File: src/uart_frame_pkg.sv
`default_nettype none

// frame layout and the state encodings of both serial engines
package uart_frame_pkg;

    // 8N1 framing, one start bit, data_bits data bits LSB first, one stop bit
    localparam int data_bits = 8;

    // receiver states
    // rx_hold is the single clock after the stop sample where the byte is handed over
    typedef enum logic [2:0] {
        rx_idle,
        rx_start,
        rx_data,
        rx_stop,
        rx_hold
    } rx_state_t;

    // transmitter line states, the handshake is tracked outside this machine
    typedef enum logic [1:0] {
        tx_idle,
        tx_start,
        tx_data,
        tx_stop
    } tx_state_t;

endpackage

`default_nettype wire

File: src/uart_cfg_pkg.sv
`default_nettype none

// line timing and configuration shared by the receiver, transmitter and top level
package uart_cfg_pkg;

    // clocks per bit period at 1 MHz and 9600 baud
    localparam int default_cycles_per_bit = 104;

    // width of the bit-period counters in both directions
    // 16 bits covers any divider up to 65535 clocks per bit
    localparam int cycle_count_width = 16;

endpackage

`default_nettype wire
File: src/uart_top.sv
`timescale 1ns/100ps
`default_nettype none

// receiver and transmitter side by side, each with its own handshake
module uart_top
    import uart_cfg_pkg::*;
    import uart_frame_pkg::*;
#(
    parameter int CYCLES_PER_BIT = default_cycles_per_bit
) (
    input  wire logic                 clk,
    input  wire logic                 rst_n,
    input  wire logic                 rxd,
    output wire logic                 txd,
    output wire logic [data_bits-1:0] rx_data,
    output wire logic                 rx_frame_err,
    output wire logic                 rx_overrun,
    output wire logic                 rx_req,
    input  wire logic                 rx_ack,
    input  wire logic [data_bits-1:0] tx_data,
    input  wire logic                 tx_req,
    output wire logic                 tx_ack
);

    uart_rx #(
        .CYCLES_PER_BIT(CYCLES_PER_BIT)
    ) u_rx (
        .clk       (clk),
        .rst_n     (rst_n),
        .rxd       (rxd),
        .data      (rx_data),
        .frame_err (rx_frame_err),
        .overrun   (rx_overrun),
        .req       (rx_req),
        .ack       (rx_ack)
    );

    uart_tx #(
        .CYCLES_PER_BIT(CYCLES_PER_BIT)
    ) u_tx (
        .clk   (clk),
        .rst_n (rst_n),
        .data  (tx_data),
        .req   (tx_req),
        .ack   (tx_ack),
        .txd   (txd)
    );

endmodule

`default_nettype wire

File: src/uart_tx.sv
`timescale 1ns/100ps
`default_nettype none

module uart_tx
    import uart_cfg_pkg::*;
    import uart_frame_pkg::*;
#(
    parameter int CYCLES_PER_BIT = default_cycles_per_bit
) (
    input  wire logic                 clk,
    input  wire logic                 rst_n,
    input  wire logic [data_bits-1:0] data,
    input  wire logic                 req,
    output logic                      ack,
    output logic                      txd
);

    localparam logic [cycle_count_width-1:0] bit_last =
        cycle_count_width'(CYCLES_PER_BIT - 1);
    localparam logic [2:0] last_index = 3'(data_bits - 1);

    tx_state_t                    state;
    logic [cycle_count_width-1:0] cycle_cnt;
    logic [2:0]                   bit_idx;
    logic [data_bits-1:0]         shift_reg; // bit 0 is always the next bit to go out
    logic                         accept;
    logic                         bit_done;

    // a new byte is taken only once the line is idle and the last handshake has returned to zero
    assign accept   = (state == tx_idle) && req && !ack;
    assign bit_done = (cycle_cnt == bit_last);

    always_ff @(posedge clk) begin
        if (!rst_n) begin
            ack <= 1'b0;
        end else if (accept) begin
            ack <= 1'b1;
        end else if (ack && !req) begin
            ack <= 1'b0;
        end
    end

    always_ff @(posedge clk) begin
        if (!rst_n) begin
            state     <= tx_idle;
            txd       <= 1'b1;
            cycle_cnt <= '0;
            bit_idx   <= '0;
        end else begin
            case (state)
                tx_idle: begin
                    cycle_cnt <= '0;
                    bit_idx   <= '0;
                    if (accept) begin
                        state <= tx_start;
                        txd   <= 1'b0; // start bit goes out with the ack
                    end
                end
                tx_start: begin
                    if (bit_done) begin
                        cycle_cnt <= '0;
                        state     <= tx_data;
                        txd       <= shift_reg[0];
                    end else begin
                        cycle_cnt <= cycle_cnt + 1'b1;
                    end
                end
                tx_data: begin
                    if (bit_done) begin
                        cycle_cnt <= '0;
                        if (bit_idx == last_index) begin
                            state <= tx_stop;
                            txd   <= 1'b1;
                        end else begin
                            bit_idx <= bit_idx + 1'b1;
                            txd     <= shift_reg[0];
                        end
                    end else begin
                        cycle_cnt <= cycle_cnt + 1'b1;
                    end
                end
                tx_stop: begin
                    if (bit_done) begin
                        cycle_cnt <= '0;
                        state     <= tx_idle;
                    end else begin
                        cycle_cnt <= cycle_cnt + 1'b1;
                    end
                end
                default: begin
                    state <= tx_idle;
                    txd   <= 1'b1;
                end
            endcase
        end
    end

    // byte latched on acceptance, then shifted one place at the end of each bit
    always_ff @(posedge clk) begin
        if (accept) begin
            shift_reg <= data;
        end else if ((state == tx_start || state == tx_data) && bit_done) begin
            shift_reg <= shift_reg >> 1;
        end
    end

    assert property (@(posedge clk) disable iff (!rst_n)
        state == tx_idle |-> txd);

endmodule

`default_nettype wire

File: src/uart_rx.sv
`timescale 1ns/100ps
`default_nettype none

module uart_rx
    import uart_cfg_pkg::*;
    import uart_frame_pkg::*;
#(
    parameter int CYCLES_PER_BIT = default_cycles_per_bit
) (
    input  wire logic                 clk,
    input  wire logic                 rst_n,
    input  wire logic                 rxd,
    output logic      [data_bits-1:0] data,
    output logic                      frame_err,
    output logic                      overrun,
    output logic                      req,
    input  wire logic                 ack
);

    // last count of a full bit period and of the half period up to the start check
    localparam logic [cycle_count_width-1:0] bit_last =
        cycle_count_width'(CYCLES_PER_BIT - 1);
    localparam logic [cycle_count_width-1:0] mid_last =
        cycle_count_width'((CYCLES_PER_BIT - 1) / 2 - 1);
    localparam logic [2:0] last_index = 3'(data_bits - 1);

    logic                         rx_meta;
    logic                         rx_sync;    // rxd two clocks late
    logic                         rx_prev;    // rx_sync one clock later, for edge detection
    rx_state_t                    state;
    logic [cycle_count_width-1:0] cycle_cnt;
    logic [2:0]                   bit_idx;
    logic [data_bits-1:0]         shift_data;
    logic                         stop_bit;
    logic                         overrun_mark; // a byte was lost since the last delivery
    logic                         bit_tick;
    logic                         busy;

    assign bit_tick = (cycle_cnt == bit_last);

    // the output register is taken until ack has been seen low again
    assign busy = req || ack;

    // the line idles high, so the synchronizer resets to 1 to avoid a false start edge
    always_ff @(posedge clk) begin
        if (!rst_n) begin
            rx_meta <= 1'b1;
            rx_sync <= 1'b1;
            rx_prev <= 1'b1;
        end else begin
            rx_meta <= rxd;
            rx_sync <= rx_meta;
            rx_prev <= rx_sync;
        end
    end

    always_ff @(posedge clk) begin
        if (!rst_n) begin
            state     <= rx_idle;
            cycle_cnt <= '0;
            bit_idx   <= '0;
        end else begin
            case (state)
                rx_idle: begin
                    cycle_cnt <= '0;
                    bit_idx   <= '0;
                    if (rx_prev && !rx_sync) begin
                        state <= rx_start;
                    end
                end
                rx_start: begin
                    if (cycle_cnt == mid_last) begin
                        cycle_cnt <= '0;
                        state     <= rx_sync ? rx_idle : rx_data; // high again means a glitch
                    end else begin
                        cycle_cnt <= cycle_cnt + 1'b1;
                    end
                end
                rx_data: begin
                    if (bit_tick) begin
                        cycle_cnt <= '0;
                        if (bit_idx == last_index) begin
                            state <= rx_stop;
                        end else begin
                            bit_idx <= bit_idx + 1'b1;
                        end
                    end else begin
                        cycle_cnt <= cycle_cnt + 1'b1;
                    end
                end
                rx_stop: begin
                    if (bit_tick) begin
                        cycle_cnt <= '0;
                        state     <= rx_hold;
                    end else begin
                        cycle_cnt <= cycle_cnt + 1'b1;
                    end
                end
                rx_hold: begin
                    state <= rx_idle;
                end
                default: begin
                    state <= rx_idle;
                end
            endcase
        end
    end

    // sampled bits of the frame in flight
    always_ff @(posedge clk) begin
        if (state == rx_data && bit_tick) begin
            shift_data[bit_idx] <= rx_sync;
        end
        if (state == rx_stop && bit_tick) begin
            stop_bit <= rx_sync;
        end
        if (state == rx_hold && !busy) begin
            data <= shift_data;
        end
    end

    always_ff @(posedge clk) begin
        if (!rst_n) begin
            req          <= 1'b0;
            frame_err    <= 1'b0;
            overrun      <= 1'b0;
            overrun_mark <= 1'b0;
        end else begin
            if (req && ack) begin
                req <= 1'b0;
            end
            if (state == rx_hold) begin
                if (busy) begin
                    overrun_mark <= 1'b1; // previous byte still in its handshake, drop this one
                end else begin
                    req          <= 1'b1;
                    frame_err    <= !stop_bit;
                    overrun      <= overrun_mark;
                    overrun_mark <= 1'b0;
                end
            end
        end
    end

    // the consumer must have acknowledged before req goes away
    assert property (@(posedge clk) disable iff (!rst_n)
        $fell(req) && $past(rst_n) |-> $past(ack));

    assert property (@(posedge clk) disable iff (!rst_n)
        req && !ack |=> $stable(data));

endmodule

`default_nettype wire

File: config.mk
export PLATFORM = sky130hd
export DESIGN_NAME = uart_top
export DESIGN_NICKNAME = d
export VERILOG_FILES = /design/src/uart_frame_pkg.sv /design/src/uart_cfg_pkg.sv /design/src/uart_top.sv /design/src/uart_tx.sv /design/src/uart_rx.sv
export SDC_FILE = /design/constraint.sdc
export NUM_CORES = 1
export LEC_CHECK = 0
export BUFFER_PORTS_ARGS = -buffer_cell sky130_fd_sc_hd__buf_2
export CORE_ASPECT_RATIO = 0.9
export CORE_MARGIN = 2
export CORE_UTILIZATION = 40
export DETAILED_ROUTE_END_ITERATION = 7
export SYNTH_ARGS = -nofsm -noshare
export SYNTH_HDL_FRONTEND = slang
export SYNTH_SLANG_ARGS = --single-unit
File: constraint.sdc
create_clock -name clk -period 2.2 [get_ports clk]
set_input_delay 0.66 -clock clk [delete_from_list [all_inputs] [get_ports clk]]
set_output_delay 0.66 -clock clk [all_outputs]
set_load 0.01 [all_outputs]
==> impl_metrics.py <==
metrics = {
    "sta": {
        "setup_tns_ns": 0,
        "slew_headroom_pct": 65.1,
        "drv_slew": 0,
        "skew_ns": 0.00700,
        "fin_crit_sh_pct": 88.5,
        "fin_crit_ns": 1.95,
        "fmax_mhz": 513,
        "hold_violations": 0,
        "setup_violations": 0,
        "rsz0062_at_grt": "no",
        "holdWs_ns": 0.410,
        "tightest_slew_ns": 0.524,
    },
    "cts": {
        "cts-buffers-inserted": 9,
        "cts_buffer_depth": 2,
        "clock_sinks": 77,
        "clock_latency_ns": 0.35,
        "cts_tree": "built",
        "cts_max_level": 3,
        "cts.clk_slew.worst_paths_ns": 0.08,
        "cts_root_buf": "clkbuf_8",
        "postCtsSetupRepairBufs": 0,
    },
    "die": {
        "die_area_um2": 9420,
        "die_x_um": 102,
        "rows": 32,
        "dieHeight_um": 92.3,
        "core_um2": 8490,
        "pin_count": 26,
        "initial_core_util_pct": 40.8,
    },
    "synthesis": {
        "avgSynthCellArea_um2": 10.2,
        "synth_most_common_cell": "nor2_1",
        "synth_area_leaders": "dfxtp_1 (30%), edfxtp_1 (22%), nor2_1 (5.9%), ha_1 (4.0%), xnor2_1 (3.0%)",
        "synthAdderAreaFrac_pct": 3.97,
        "synth_top_family_by_area": "simple AND/OR/NAND/NOR gates",
        "synth_simple_gate_area_share_pct": 23.7,
        "synth_compound_area_share_pct": 8.82,
        "async_flop_share_pct": 0,
        "netlist_area_um2": 3460,
        "ys_ff_latch": 77,
        "synth_top_area_share_pct": 30.1,
        "yosysSeqAreaShare_pct": 51.7,
        "syn-num-nets": 365,
        "synth.distinct_cells": 55,
        "synthMuxAreaShare_pct": 3.43,
        "ys_top_cells_by_count": "nor2_1 (54), dfxtp_1 (52), edfxtp_1 (25), nand2_1 (21), nand3_1 (17)",
        "synth_flop_cell": "dfxtp_1",
        "synth-xor-area-share_pct": 5.56,
        "synth_edf_count": 25,
        "yosys.area.top_type": "dfxtp_1",
        "postSynthCellCount": 341,
        "ys.warnings.count": 0,
    },
    "detailed_routing": {
        "drt_iter0_markers": 129,
        "drt-pass1-iter-count": 4,
        "vias": 2485,
        "detail-route-antenna-nets": 0,
        "vias_per_cell": 5.00,
        "drc_errors": 0,
        "postRouteWirelength_um": 6510,
        "wl_per_cell_um": 13.1,
    },
    "critical_path": {
        "path_buf_inv": 0,
        "critPathLaunchType": "register",
        "required_ns": 2.25,
        "crit_fanout": 5,
        "worstSetupPathType": "reg2reg",
        "cp_cell_sequence": "nor4_4 > nand3_2 > nor3b_4 > nand4_1 > nor3_1",
        "cp_slowest_cell": "nor4_4",
        "cpLargestDelayFamily": "simple AND/OR/NAND/NOR gates",
        "max_stage_delay_ns": 0.44,
        "end_kind": "register",
        "r2r_setup_slack_ns": 0.25,
        "worstPathArrival_ns": 1.99,
    },
    "final_layout": {
        "drive_gt1_share_pct": 17.7,
        "area_delta_synth_final_pct": 13.7,
        "diodes": 0,
        "reg_top3": "u_rx.cycle_cnt x16, u_tx.cycle_cnt x16",
        "final_nets": 397,
        "final_cells": 497,
    },
    "pwr": {
        "clkPwrFrac_pct": 33.7,
        "p_switching_mw": 0.812,
        "swShare_pct": 26.0,
        "p_leak_nw": 1.47,
        "power_frac_seq_pct": 51.8,
        "power.internal_mw": 2.31,
        "comb_power_share_pct": 14.5,
        "p_total_mw": 3.12,
        "cellPowerDensity_nw_per_um2": 793,
        "ir_worst_vdd_v": 0.000268,
    },
    "global_route": {
        "antenna_found_initial": 0,
        "track_usage_pct": 15.1,
        "gr-total-overflow": 0,
        "grt_max_degree": 17,
        "grt_pass1_vias": 2364,
        "grt_pass1_wl_um": 11200,
    },
    "outcome": {
        "status": "complete, no violations",
    },
    "placement": {
        "dp_hpwl_um": 4630,
        "io_buffers": 25,
        "dp.cells": 481,
        "gp_congestion": 0.810,
    },
    "hold_path": {
        "min_path_type": "reg2reg",
    },
    "flow_run": {
        "max_cap_viol_count": 0,
    },
}
## kinds of logic after synthesis
logic type      count (synthesis)
fa+ha+maj                      11
xor+xnor                       22
flops                          77
buf+inv                        23
compound gates                 44
simple gates                  153
mux                            11
## routing by layer
layer / global-route usage [%] / up-vias / wire (um)
met5: 0 / - / 0
met3: 5.03 / 7 / 246
met4: 4.00 / 0 / 70
met1: 20.3 / 1152 / 3280
met2: 23.2 / 41 / 2910
li1: - / 1285 / -
## stage by stage
| step | setup WS [ns] | utilization [%] | area [um^2] |
|---|---|---|---|
| final | 0.252 | 46.4 | 3940 |
| after CTS | 0.220 | 46.3 | 3930 |
| after global routing | 0.0253 | 46.4 | 3940 |
| after global placement | 0.253 | 44.0 | 3730 |
| after detailed placement | 0.239 | 44.0 | 3730 |
| after floorplan | 0.225 | - | 3460 |
## layout make-up
class / count / area (um^2)
fillers: 829 / 4550
well taps: 119 / 149
clock inverters: 5 / 51.3
inverters: 13 / 48.8
repair buffers: 31 / 170
flip-flops and latches: 77 / 1790
clock buffers: 11 / 141
multi-input cells: 241 / 1590
## worst paths after layout
check | startpoint | to | cells past startpoint
min | u_rx.rx_meta | u_rx.rx_sync | 1
max | u_rx.cycle_cnt[10] | u_rx.shift_data[0] | 5
max reg2reg | u_rx.cycle_cnt[10] | u_rx.shift_data[0] | 5
min reg2reg | u_rx.rx_meta | u_rx.rx_sync | 1
## power groups by stage
stage               logic [mW]  clock network [mW]  registers (mW)
floorplan                0.330                   0            1.64
global placement         0.443                   0            1.65
CTS                      0.459                1.09            1.62
detailed placement       0.453                   0            1.65
global route             0.509                1.14            1.63
finish                   0.453                1.05            1.62
## timing repair
action / in CTS / in global routing
hold buffers: 0 / 0
setup endpoints to repair: 0 / 10
gates resized for setup: 0 / 2
## placed cells by master, fill, tap and decap left out, types with 7 or more instances in the layout
master	synthesis	routed
buf_2	2	25
clkbuf_8	0	10
dfxtp_1	52	52
edfxtp_1	25	25
ha_1	11	11
inv_1	13	13
mux2_2	7	7
nand2_1	21	21
nand3_1	17	17
nand4_1	11	11
nor2_1	54	54
nor3_1	10	10
o21ai_0	14	14
xnor2_1	12	12
xor2_1	10	10
No activity file was read; power rests on OpenSTA's default activity.
